File: src/cache_pkg.sv
package cache_pkg;

	//////////////////////////////////////////////////
	// Address and data widths
	//////////////////////////////////////////////////

	localparam int ADDR_W = 16;
	localparam int WORD_W = 16;

	// Field widths of a byte address, bit 0 ignored
	localparam int TAG_W    = 6;
	localparam int INDEX_W  = 6;
	localparam int OFFSET_W = 3;

	// Cache geometry
	localparam int NUM_SETS        = 64;
	localparam int NUM_WAYS        = 2;
	localparam int WORDS_PER_BLOCK = 8;

	// Main memory, one word per half-address
	localparam int MEM_LATENCY = 4;
	localparam int MEM_DEPTH   = 32768;

	typedef logic [ADDR_W-1:0]   addr_t;
	typedef logic [WORD_W-1:0]   word_t;
	typedef logic [TAG_W-1:0]    tag_t;
	typedef logic [INDEX_W-1:0]  index_t;
	typedef logic [OFFSET_W-1:0] offset_t;

	//////////////////////////////////////////////////
	// Bundles between the blocks
	//////////////////////////////////////////////////

	// One processor port request
	typedef struct packed {
		logic  read;
		logic  write;
		addr_t addr;
		word_t wdata;
	} cpu_req_t;

	// One word of a block fill, last marks word 7 and installs the tag
	typedef struct packed {
		logic  valid;
		addr_t addr;
		word_t data;
		logic  last;
	} fill_write_t;

	typedef struct packed {
		logic  enable;
		logic  wr;
		addr_t addr;
		word_t wdata;
	} mem_req_t;

	typedef struct packed {
		logic  valid;
		word_t data;
	} mem_rsp_t;

	// Field extraction, tag [15:10] index [9:4] word [3:1]
	function automatic tag_t get_tag(addr_t addr);
		return addr[ADDR_W-1 -: TAG_W];
	endfunction

	function automatic index_t get_index(addr_t addr);
		return addr[OFFSET_W+1 +: INDEX_W];
	endfunction

	function automatic offset_t get_offset(addr_t addr);
		return addr[1 +: OFFSET_W];
	endfunction

	// Byte address of one word inside the block holding addr
	function automatic addr_t block_word_addr(addr_t addr, offset_t offset);
		return {addr[ADDR_W-1:OFFSET_W+1], offset, 1'b0};
	endfunction

	// Word index into main memory
	function automatic logic [ADDR_W-2:0] mem_index(addr_t addr);
		return addr[ADDR_W-1:1];
	endfunction

endpackage

File: src/cache_fill_fsm.sv
`timescale 1ns/10ps

module cache_fill_fsm import cache_pkg::*; (
	input  logic        clk,
	input  logic        reset,
	input  logic        instr_miss,
	input  addr_t       instr_addr,
	input  logic        data_miss,
	input  addr_t       data_addr,
	output mem_req_t    mem_req,
	input  mem_rsp_t    mem_rsp,
	output fill_write_t instr_fill,
	output fill_write_t data_fill,
	output logic        busy
);

	// Served port, 1 for the instruction cache
	logic        serve_instr;
	addr_t       block_addr;
	logic        accept;

	// Issue side and return side count separately
	// so several reads sit in the memory pipeline at once
	logic        issuing;
	offset_t     issue_cnt;
	offset_t     rsp_cnt;
	logic        issue_last;
	logic        rsp_last;
	fill_write_t word_fill;

	// Idle engine takes a miss, instruction side first
	assign accept = ~busy & (instr_miss | data_miss);

	assign issue_last = (issue_cnt == offset_t'(WORDS_PER_BLOCK - 1));
	assign rsp_last   = (rsp_cnt == offset_t'(WORDS_PER_BLOCK - 1));

	//////////////////////////////////////////////////
	// Sequencer
	//////////////////////////////////////////////////

	always_ff @(posedge clk) begin
		if (reset) begin
			busy        <= 1'b0;
			serve_instr <= 1'b0;
			issuing     <= 1'b0;
			issue_cnt   <= '0;
			rsp_cnt     <= '0;
		end else if (accept) begin
			busy        <= 1'b1;
			serve_instr <= instr_miss;
			issuing     <= 1'b1;
			issue_cnt   <= '0;
			rsp_cnt     <= '0;
		end else if (busy) begin
			// One address per cycle, words 0 to 7
			if (issuing) begin
				issue_cnt <= issue_cnt + 1'b1;
				if (issue_last) begin
					issuing <= 1'b0;
				end
			end
			// Done with the eighth returned word
			if (mem_rsp.valid) begin
				rsp_cnt <= rsp_cnt + 1'b1;
				if (rsp_last) begin
					busy <= 1'b0;
				end
			end
		end
	end

	// Block base of the winning miss
	always_ff @(posedge clk) begin
		if (accept) begin
			block_addr <= block_word_addr(instr_miss ? instr_addr : data_addr, '0);
		end
	end

	//////////////////////////////////////////////////
	// Memory reads and fill routing
	//////////////////////////////////////////////////

	always_comb begin
		mem_req.enable = issuing;
		mem_req.wr     = 1'b0;
		mem_req.addr   = block_word_addr(block_addr, issue_cnt);
		mem_req.wdata  = '0;
	end

	// Each returned word carries its own address
	always_comb begin
		word_fill.valid = busy & mem_rsp.valid;
		word_fill.addr  = block_word_addr(block_addr, rsp_cnt);
		word_fill.data  = mem_rsp.data;
		word_fill.last  = rsp_last;
	end

	// Only the served cache sees valid
	always_comb begin
		instr_fill       = word_fill;
		data_fill        = word_fill;
		instr_fill.valid = word_fill.valid & serve_instr;
		data_fill.valid  = word_fill.valid & ~serve_instr;
	end

endmodule

File: config.mk
export PLATFORM = sky130hd
export DESIGN_NAME = cache_fill_fsm
export DESIGN_NICKNAME = d
export VERILOG_FILES = /design/src/cache_pkg.sv /design/src/cache_fill_fsm.sv
export SDC_FILE = /design/constraint.sdc
export NUM_CORES = 1
export LEC_CHECK = 0
export ABC_AREA = 0
export BUFFER_PORTS_ARGS = -buffer_cell sky130_fd_sc_hd__clkbuf_2
export CORE_AREA = 10 10 85 87
export CTS_CLUSTER_SIZE = 40
export DETAILED_ROUTE_END_ITERATION = 12
export DIE_AREA = 0 0 95 97
export PLACE_DENSITY = 0.69
export SYNTH_ARGS = -nofsm -noshare
export SYNTH_HDL_FRONTEND = slang
export SYNTH_SLANG_ARGS = --single-unit
export TNS_END_PERCENT = 5
File: constraint.sdc
create_clock -name clk -period 1 [get_ports clk]
set_input_delay 0.05 -clock clk [delete_from_list [all_inputs] [get_ports clk]]
set_output_delay 0.05 -clock clk [all_outputs]
set_load 0.02 [all_outputs]
After elaboration in Yosys (flattened, before gate mapping) --
Cells that the tools add are included.
Storage, ports and cells: word-level logic and storage cells 30, output and inout port bits 103, register bits after elaboration 21, input bits 53
Operators by class: mux-type cells 9, bitwise logic cells 7, equality and inequality tests 2, $add $sub $neg 2, reduce and logical (&&, ||, !) cells 4
Operator list (number):
- $mux 16 | 1
- $mux 1 | 8
- $add 3x1->3 const B | 2
- $eq 3x3->1 const B | 2
- $and 1x1->1 | 4
- $reduce_and 2->1 | 2
- $not 1->1 | 2
- $reduce_bool 2->1 | 1
- $reduce_or 2->1 | 1
- $or 1x1->1 | 1

Depth between registers and ports, before layout --
Gate-level depths: netlist of run 1.
depth in word-level cells 5, mapped depth 5, gate-level depth less buffers 5

Least setup slack after synthesis of run 1 --
Ideal clock, no wire load.
path kind reg2reg, start reg busy, end reg block_addr[10] (enable), slack -212 ps, clock period less this slack 1212 ps, path buffers 0, required time 656 ps, library setup time 344 ps, cell stages (with the launch flop) 3, data arrival time 868 ps, cells stage by stage dfxtp_1 o21bai_2 inv_1
On the way: word-level cells in the longest chain between the ends 2
RTL lines:
- from (decl) | line cache_fill_fsm.sv:14 | output logic busy
- from (signal assigned) | line cache_fill_fsm.sv:43 | busy <= 1'b0;
- from (signal assigned) | line cache_fill_fsm.sv:49 | busy <= 1'b1;
- from (signal assigned) | line cache_fill_fsm.sv:66 | busy <= 1'b0;
- $not 1->1 | line cache_fill_fsm.sv:32 | assign accept = ~busy & (instr_miss | data_miss);
- $and 1x1->1 | line cache_fill_fsm.sv:32
- via accept | line cache_fill_fsm.sv:20 | logic accept;
- to (signal assigned) | line cache_fill_fsm.sv:75 | block_addr <= block_word_addr(instr_miss ? instr_addr : data_addr, '0);
- to (decl) | line cache_fill_fsm.sv:19 | addr_t block_addr;
The timed path passes the listed nets, and every way through them passes these cells. A chain may end at the register's enable or synchronous reset.

==> results of run 1 <==
## synthesized netlist by cell type, drive strengths merged
library cell,number,share of area [%]
dfxtp,9,11
o21ai,1,0.31
nand2,10,2.3
ha,4,3.1
edfxtp,12,22
xor2,2,1.1
inv,2,0.46
conb,1,0.23
a21oi,7,2.1
nand3,4,1.2
nor2,3,0.69
o21bai,1,0.69
buf,99,45
and3,1,0.38
nand2b,2,0.77
mux2,12,8.3
## metal layers
layer / global-route usage [%] / up-vias
li1: - / 457
met2: 13.50 / 62
met4: 3.432 / 0
met5: 0 / -
met1: 7.447 / 449
met3: 3.238 / 17
## repair_timing
action,in CTS,in global routing
gates resized for setup,15,21
pin swaps,4,1
endpoints found under the hold margin,3,0
setup endpoints to repair,9,30
hold buffers,1,0
setup buffers,3,0
## worst reg2reg max path, stage by stage (launching register included)
cell     delay (ns)
dfxtp_2        0.34
ha_4           0.16
ha_4           0.17
buf_4          0.13
nand2_1        0.06
nand2_1        0.06
a21oi_2        0.12
## state kept, by name, indices dropped and copies added, names as in the netlist
name,count
busy,1
issue_cnt,3
rsp_cnt,3
serve_instr,1
block_addr,12
issuing,1
## cells by family (layout without fill, tap and decap cells)
family                     after synthesis  in the layout  share of synthesized area (%)
AOI/OAI and AO/OA                        9              9                          3.139
xor gates and xnor gates                 2              2                          1.072
adders and majority gates                4              4                          3.063
buffers and inverters                  101             94                          45.79
DFF                                     21             21                          33.08
muxes                                   12             12                          8.270
other                                    1             20                         0.2295
and+or+nand+nor                         20             20                          5.360
## stage by stage
stage / setup TNS (ns) / power, uW
final: -0.4872 / 2284
after global routing: -1.005 / 2412
after CTS: -0.6002 / 2294
after detailed placement: -0.09632 / 1682
after global placement: 0 / 1675
after floorplan: -0.005453 / 1851
## final cells by class
cell class	instances	area (um2)	area share (%)
repair buffers	88	528.0	30.67
well taps	72	90.09	5.233
clock buffers	4	45.04	2.616
inverters	2	12.51	0.7267
multi-input cells	67	495.5	28.78
flip-flops and latches	21	550.5	31.98
## report_power, final
group | total (uW) | switching [uW] | internal (uW)
Sequential | 1040 | 46.9 | 989
Combinational | 678 | 443 | 235
Clock | 570 | 286 | 284
Total | 2280 | 776 | 1510
## worst max-delay path by stage
| stage | from | endpoint | slack [ns] | depth (start not counted) |
|---|---|---|---|---|
| global placement | rsp_cnt[0] | busy | 0.001 | 5 |
| floorplan | rsp_cnt[0] | busy | -0.003 | 5 |
| CTS | rsp_cnt[0] | data_fill[0] | -0.13 | 3 |
| global route | rsp_cnt[0] | data_fill[0] | -0.15 | 3 |
| finish | rsp_cnt[1] | data_fill[0] | -0.12 | 3 |
| detailed placement | issue_cnt[0] | issue_cnt[2] | -0.04 | 4 |
==> impl_results.md, run 1 <==
- Fin crit share: 111.5%
- Hold path start: data_addr[5]
- Post-Place Cell Area: between 1500 and 2000 um2
- Most common cell after layout, fill and taps aside: clkbuf_2
- First-pass GRT wire length: between 5000 and 6000 um
- Horiz. Die Dim: between 90 and 100 um
- Critical path class: reg2out
- Port bufs: 79
- Slowest CP cell: dfxtp_2
- Status: complete, but fails checks
- Gr usage total: under 10%
- Die height: around 97 um
- Worst-case reg-to-reg path depth: 6
- Tmin final: roughly 1.1 ns
- H-tree levels: 1
- Clock Skew: around 0.0022 ns
- Final net count: 240
- P per Cell Area: ~1300 nW/um2
- Final setup violation count: 7
- Hold slack: 0.06343 ns
- Yosys warning total: 0
- Max-cap viol count: 0
- Routability cong.: slightly below 0.7
- CP arrival: 1.07 ns
- TritonCTS Buffers: 3
- Vias in the first global route: about 1,100
- Core area: ~5500 um2
- Fin area: about 1700 um2
- Crit Reg-Reg Endpoint: busy
- Area Overhead vs Synth: 5.360%
- Final hold vios: 0
- RSZ-0062 raised after global routing: true
- Clk slew on worst S/H paths: about 0.080 ns
- HP Class: in2reg
- Largest net degree at the start of global routing: 15
- Worst Hold Path Cells: 2
- Global route overflow: 0
- Req. time, crit path: roughly 0.95 ns
- CTS Sinks: 21
- Critical path's top delay family: flip-flops
- Critical Path Fanout Max: 3
- Dpl cells: 246
- Seq/Total Area, Yosys: roughly 33%
- P_leak: between 0.0008 and 0.0009 uW
- F_max: about 900 MHz
- Worst-case vdd ir drop: 473.1 uV
- Mapped Area: approximately 1600 um2
- Num ports: 156
- CP Launch Type: register
- Yosys reg bits: 21
- Commonest non-fill, non-tap cells in the layout: 73 x clkbuf_2, 20 x conb_1, 12 x edfxtp_1
- Met3 Wirelength: 482 um
- Routed length on met2: 1963 um
- Filler Cells Inserted: a little under 600
- # diodes: 0
- Synth Area per Inst: about 9.6 um2
- Pre-CTS setup slack: -0.03600 ns
- Vias per inst: 3.878
- RR Startpoint: rsp_cnt[1]
- Vias post-DR: just under 1,000
- Fin. max-slew vios: 0
- Fin util: between 30% and 40%
- Starting density of the core: approximately 30%
- Synth Instances: 170
- Number of routed nets with antenna violations: 0
- Setup WS post-layout: -0.1151 ns
- Crit-path most repeated cell: ha_4
- WL met1: roughly 1300 um
- Failing checks: negative setup slack
- Worst-skew pair later-pin latency: roughly 0.26 ns
- Synth cell types: 18
- Initial antenna violation count: 0
- Layout cell share with drive strength beyond 1: between 50% and 60%
- Die ar.: 9215 um2
- DR DRC count: 0
- CTS tree: yes
- Final non-filler cell total: between 200 and 300
- Wirelength, routed: around 3800 um
- Max incr delay on CP: around 0.34 ns
- Flop-to-flop setup slack: -0.11 ns
- CP Capture Type: primary output
- Iteration-0 DRC Markers: 19
- # rows: 27
- DR WL/cell: ~15 um
- Max layer used: met4
- CP Cell Sequence: ha_4, ha_4, buf_8
- Hold Crit Endpoint: block_addr[5]
- Post-detailed-placement half-perimeter wirelength: 2989 um
- Clk buf depth: 2
- Drt pass-1 iters: 4
- Crit path buf inv count: 1
- CTS Root Buffer Type: clkbuf_8
No activity file was read; power rests on OpenSTA's default activity.
==> run 2, diff against run 1 <==
--- a/config.mk
+++ b/config.mk
@@ -8,10 +8,12 @@
 export ABC_AREA = 0
 export BUFFER_PORTS_ARGS = -buffer_cell sky130_fd_sc_hd__clkbuf_2
 export CORE_AREA = 10 10 85 87
+export CTS_BUF_LIST = sky130_fd_sc_hd__clkbuf_16
 export CTS_CLUSTER_SIZE = 40
 export DETAILED_ROUTE_END_ITERATION = 12
 export DIE_AREA = 0 0 95 97
 export PLACE_DENSITY = 0.69
+export SETUP_SLACK_MARGIN = 0.2
 export SYNTH_ARGS = -nofsm -noshare
 export SYNTH_HDL_FRONTEND = slang
 export SYNTH_SLANG_ARGS = --single-unit
==> run 2 against run 1 <==
Effect of this change:
- the run still ends with negative setup slack left
- worst hold slack improved by 0.011 ns
- wire length rose by 11%
- first-iteration DRC count fell by 63%
- design area rose by 24%
- sequential cell count did not move
- critical path type unchanged
- critical endpoint is now instr_fill[0]
==> impl_results.md, run 2 (synthesized netlist as in run 1, its figures left out) <==
- CP Launch Point: rsp_cnt[1] (unchanged)
- Die ar.: 9215 um2 (unchanged)
- Worst Hold Path Cells: 2 (unchanged)
- Worst-case vdd ir drop: 536.8 uV (was 473.1 uV)
- # rows: 27 (unchanged)
- Routed length on met2: 2093 um (was 1963 um)
- P per Cell Area: 1297 nW/um2 (was 1327 nW/um2)
- Area Overhead vs Synth: 30.70% (was 5.360%)
- CP Launch Type: register (unchanged)
- Gr usage total: 7.868% (was 7.648%)
- Vias post-DR: 1,002 (was 985)
- Post-Place Cell Area: 1570 um2 (was 1529 um2)
- DR DRC count: 0 (unchanged)
- Max-cap viol count: 0 (unchanged)
- Wirelength, routed: 4196 um (was 3792 um)
- H-tree levels: 1 (unchanged)
- HP Class: in2reg (unchanged)
- Crit-path most repeated cell: ha_4 (unchanged)
- CTS Sinks: 21 (unchanged)
- Critical Path Fanout Max: 3 (unchanged)
- Max layer used: met4 (unchanged)
- Status: complete, but fails checks (unchanged)
- Final net count: 240 (unchanged)
- Critical path's top delay family: flip-flops (unchanged)
- Fin crit share: 110.0% (was 111.5%)
- Critical path class: reg2out (unchanged)
- Hold Crit Endpoint: block_addr[9] (was block_addr[5])
- Fin. max-slew vios: 0 (unchanged)
- Hold path start: data_addr[9] (was data_addr[5])
- F_max: 909.2 MHz (was 896.8 MHz)
- RR Startpoint: issue_cnt[1] (was rsp_cnt[1])
- Hold slack: 0.07474 ns (was 0.06343 ns)
- Final hold vios: 0 (unchanged)
- Commonest non-fill, non-tap cells in the layout: 39 x clkbuf_8, 29 x clkbuf_2, 20 x conb_1 (was 73 x clkbuf_2, 20 x conb_1, 12 x edfxtp_1)
- Clk buf depth: 2 (unchanged)
- Largest regs: block_addr x12, issue_cnt x3, rsp_cnt x3 (unchanged)
- Fin area: 2136 um2 (was 1722 um2)
- RSZ-0062 raised after global routing: true (unchanged)
- Largest net degree at the start of global routing: 15 (unchanged)
- Global route overflow: 0 (unchanged)
- Initial antenna violation count: 0 (unchanged)
- CTS Root Buffer Type: clkbuf_16 (was clkbuf_8)
- Vias in the first global route: 1,118 (was 1,083)
- Max incr delay on CP: 0.34 ns (about the same)
- Iteration-0 DRC Markers: 7 (was 19)
- Core area: 5473 um2 (unchanged)
- CP Cell Sequence: ha_4, ha_4, buf_6 (was ha_4, ha_4, buf_8)
- Routability cong.: 0.6648 (was 0.6869)
- First-pass GRT wire length: 5727 um (was 5658 um)
- Num ports: 156 (unchanged)
- Clk slew on worst S/H paths: 0.06 ns (was 0.08 ns)
- Most flops, register: block_addr (unchanged)
- CP arrival: 1.05 ns (was 1.07 ns)
- Port bufs: 79 (unchanged)
- DR WL/cell: 16.52 um (was 14.93 um)
- Filler Cells Inserted: 516 (was 582)
- Final non-filler cell total: 254 (unchanged)
- Starting density of the core: 29.86% (unchanged)
- TritonCTS Buffers: 3 (unchanged)
- Crit path buf inv count: 1 (unchanged)
- Horiz. Die Dim: 95 um (unchanged)
- Clock Skew: 0.001863 ns (was 0.002232 ns)
- Flop-to-flop setup slack: -0.02 ns (was -0.11 ns)
- Drt pass-1 iters: 2 (was 4)
- Post-detailed-placement half-perimeter wirelength: 3264 um (was 2989 um)
- Vias per inst: 3.945 (was 3.878)
- CTS tree: yes (unchanged)
- Number of routed nets with antenna violations: 0 (unchanged)
- Slowest CP cell: dfxtp_2 (unchanged)
- Failing checks: negative setup slack (unchanged)
- Met3 Wirelength: 626 um (was 482 um)
- Flip-flop count of the largest register, all copies and words added: 12 (unchanged)
- # diodes: 0 (unchanged)
- Worst-skew pair later-pin latency: 0.25 ns (was 0.26 ns)
- Most common cell after layout, fill and taps aside: clkbuf_8 (was clkbuf_2)
- Req. time, crit path: 0.95 ns (about the same)
- Multi-input gate area: 503.0 um2 (was 495.5 um2)
- Dpl cells: 246 (unchanged)
- Setup WS post-layout: -0.09993 ns (was -0.1151 ns)
- P_leak: 0.0009715 uW (was 0.0008357 uW)
- Tmin final: 1.100 ns (was 1.115 ns)
- Pre-CTS setup slack: -0.02185 ns (was -0.03600 ns)
- Register Area: 559.3 um2 (was 550.5 um2)
- CP Capture Type: primary output (unchanged)
- WL met1: 1315 um (was 1279 um)
- Worst-case reg-to-reg path depth: 4 (was 6)
- Final setup violation count: 6 (was 7)
- Crit Reg-Reg Endpoint: issue_cnt[2] (was busy)
- Layout cell share with drive strength beyond 1: 59.89% (was 59.34%)
- Die height: 97 um (unchanged)
## run 2: cell types whose count changed in the layout (fill, tap and decap cells not counted), sizes merged
cell / delta
buf: +2
clkbuf: -3
inv: +1
## run 2: worst max path at each step
stage                                to  slack [ns]  cells past startpoint
after floorplan            issue_cnt[2]        0.01                      4
after global placement     issue_cnt[2]        0.02                      4
after detailed placement   issue_cnt[2]       -0.02                      4
after CTS                  data_fill[0]       -0.12                      3
after global routing       data_fill[0]       -0.13                      3
final                     instr_fill[0]        -0.1                      3
## run 2: area by class of cell
type                            count  share of cell area (%)
Clock buffer                        3                   3.515
Clock inverter                      1                  0.1757
Inverter                            2                  0.5858
Sequential cell                    21                   26.19
Timing Repair Buffer               88                   41.77
Multi-Input combinational cell     67                   23.55
Tap cell                           72                   4.218
## run 2: stage by stage
stage | util [%] | TNS [ns] | power, uW
4_1_cts | 38.00 | -0.4260 | 2817
5_1_grt | 39.03 | -0.6004 | 2924
3_3_place_gp | 28.69 | 0 | 1678
2_1_floorplan | - | 0 | 1850
3_5_place_dp | 28.69 | -0.02185 | 1686
6_report | 39.03 | -0.3319 | 2771
## run 2: report_power, final
part	internal [uW]	total (uW)	switching [uW]
Clock	533	847	314
Sequential	985	1050	67.7
Combinational	427	871	444
Total	1950	2770	825
## run 2: what timing repair did
action	in CTS	in global routing
endpoints found under the setup margin	72	72
setup buffers	2	1
pin swaps	5	8
hold buffers	1	0
resized for setup	99	22
endpoints found under the hold margin	3	0
## run 2: metal layers
| metal | track usage, % | vias to the layer above |
|---|---|---|
| li1 | - | 455 |
| met1 | 6.334 | 451 |
| met2 | 14.71 | 77 |
| met3 | 3.932 | 19 |
| met4 | 4.233 | 0 |
| met5 | 0 | - |
==> run 3, diff against run 2 <==
--- a/config.mk
+++ b/config.mk
@@ -14,6 +14,7 @@
 export DIE_AREA = 0 0 95 97
 export PLACE_DENSITY = 0.69
 export SETUP_SLACK_MARGIN = 0.2
+export SKIP_LAST_GASP = 1
 export SYNTH_ARGS = -nofsm -noshare
 export SYNTH_HDL_FRONTEND = slang
 export SYNTH_SLANG_ARGS = --single-unit
==> run 3 against run 2 <==
Effect of this change:
- the flow still finishes with violations (negative setup slack)
- fmax grew 0.53%
- register-to-register slack worse by 0.02 ns
- combinational power is 26% lower
- first-iteration DRC count up 140%
- non-clock buffer count unchanged
==> impl_results.md, run 3 (synthesized netlist as in run 1, its figures left out) <==
- Worst-skew pair later-pin latency: 0.25 ns (about the same)
- Commonest non-fill, non-tap cells in the layout: 76 x clkbuf_2, 20 x conb_1, 12 x edfxtp_1 (was 39 x clkbuf_8, 29 x clkbuf_2, 20 x conb_1)
- Failing checks: negative setup slack (unchanged)
- Pre-CTS setup slack: -0.02185 ns (unchanged)
- DR WL/cell: 15.35 um (was 16.52 um)
- Final hold vios: 0 (unchanged)
- Port bufs: 79 (unchanged)
- TNS Setup: -0.3491 ns (was -0.3319 ns)
- Critical path class: reg2out (unchanged)
- F_max: 914.0 MHz (was 909.2 MHz)
- Core area: 5473 um2 (unchanged)
- RSZ-0062 raised after global routing: true (unchanged)
- Global route overflow: 0 (unchanged)
- Number of routed nets with antenna violations: 0 (unchanged)
- Most flops, register: block_addr (unchanged)
- Flip-flop count of the largest register, all copies and words added: 12 (unchanged)
- Die height: 97 um (unchanged)
- Status: complete, but fails checks (unchanged)
- Post-detailed-placement half-perimeter wirelength: 3264 um (unchanged)
- P_leak: 0.0008304 uW (was 0.0009715 uW)
- # diodes: 0 (unchanged)
- Layout cell share with drive strength beyond 1: 56.59% (was 59.89%)
- Clk buf depth: 2 (unchanged)
- CTS Root Buffer Type: clkbuf_16 (unchanged)
- Filler Cells Inserted: 581 (was 516)
- Tmin final: 1.094 ns (was 1.100 ns)
- Horiz. Die Dim: 95 um (unchanged)
- Wirelength, routed: 3898 um (was 4196 um)
- Routability cong.: 0.6648 (unchanged)
- Critical Path Fanout Max: 3 (unchanged)
- CTS tree: yes (unchanged)
- Largest net degree at the start of global routing: 15 (unchanged)
- Initial antenna violation count: 0 (unchanged)
- Fin area: 1709 um2 (was 2136 um2)
- HP Class: in2reg (unchanged)
- Worst-case vdd ir drop: 506.9 uV (was 536.8 uV)
- CP Capture Type: primary output (unchanged)
- DR DRC count: 0 (unchanged)
- Fin crit share: 109.4% (was 110.0%)
- Multi-input gate area: 479.2 um2 (was 503.0 um2)
- Max-cap viol count: 0 (unchanged)
- Setup WS post-layout: -0.09414 ns (was -0.09993 ns)
- Num ports: 156 (unchanged)
- Area Overhead vs Synth: 4.594% (was 30.70%)
- P per Cell Area: 1478 nW/um2 (was 1297 nW/um2)
- Final net count: 240 (unchanged)
- First-pass GRT wire length: 5616 um (was 5727 um)
- H-tree levels: 1 (unchanged)
- Vias in the first global route: 1,059 (was 1,118)
- Gr usage total: 7.636% (was 7.868%)
- Vias per inst: 3.878 (was 3.945)
- CTS Sinks: 21 (unchanged)
- CP arrival: 1.04 ns (was 1.05 ns)
- TritonCTS Buffers: 3 (unchanged)
- Clock Skew: 0.003582 ns (was 0.001863 ns)
- Largest regs: block_addr x12, issue_cnt x3, rsp_cnt x3 (unchanged)
- Vias post-DR: 985 (was 1,002)
- Req. time, crit path: 0.95 ns (about the same)
- Drt pass-1 iters: 4 (was 2)
- Fin. max-slew vios: 0 (unchanged)
- Most common cell after layout, fill and taps aside: clkbuf_2 (was clkbuf_8)
- Dpl cells: 246 (unchanged)
- Final setup violation count: 7 (was 6)
- Final non-filler cell total: 254 (unchanged)
- CP Launch Type: register (unchanged)
- Clk slew on worst S/H paths: 0.06 ns (about the same)
- Iteration-0 DRC Markers: 17 (was 7)
- # rows: 27 (unchanged)
- Post-Place Cell Area: 1570 um2 (unchanged)
- Die ar.: 9215 um2 (unchanged)
- Register Area: 551.8 um2 (was 559.3 um2)
- Starting density of the core: 29.86% (unchanged)
-- run 3: cell types whose count changed in the layout (fill, tap and decap cells not counted), moves of 2 or more --
cell / change
clkbuf_2: +47
clkbuf_8: -39
buf_6: -3
buf_8: -3
clkbuf_4: -3
dfxtp_1: +2
dfxtp_4: -2
nand2_4: -2
-- run 3: cell type report --
class	count	area share, %
flip-flops and latches	21	32.28
clock inverters	1	0.2196
clock buffers	3	4.392
repair buffers	88	29.21
well taps	72	5.271
multi-input cells	67	28.04
inverters	2	0.5857
-- run 3: path summary, 6_finish.rpt --
kind,startpoint,end,slack [ns],cells after the start
max reg2reg,busy,issue_cnt[0],-0.04,5
min,data_addr[9],block_addr[9],0.07,2
max,rsp_cnt[1],instr_fill[0],-0.09,3
min reg2reg,issue_cnt[1],issue_cnt[1],0.50,2
-- run 3: stage by stage --
step | util (%) | hold slack (ns) | power [uW]
after global placement | 28.69 | 0.1002 | 1678
final | 31.23 | 0.07355 | 2526
after detailed placement | 28.69 | 0.1002 | 1686
after CTS | 30.96 | 0.06736 | 2600
after floorplan | - | 0.1117 | 1850
after global routing | 31.23 | 0.08387 | 2684
-- run 3: repair_timing --
item | 4_1_cts | 5_1_grt
gates resized for setup | 4 | 8
gates cloned | 0 | 0
hold buffers | 2 | 0
setup buffers | 2 | 0
pin swaps | 0 | 1
endpoints found under the hold margin | 2 | 0
endpoints found under the setup margin | 72 | 72
-- run 3: critical path, cell delays in order (launching register included) --
cell and delay, ns:
dfxtp_2 0.34, ha_4 0.16, ha_4 0.17, buf_6 0.13
-- run 3: metal layers --
layer,track usage (%),up-vias,share of wire [%]
met5,0,-,0
met4,4.233,0,4.1
met3,3.624,19,16
met2,13.55,78,47
met1,6.828,432,33
li1,-,456,-
-- run 3: report_power, final --
part	internal (uW)	total [uW]	switching (uW)
registers	987	1030	45.3
clock network	533	847	314
logic	219	646	428
total	1740	2530	787
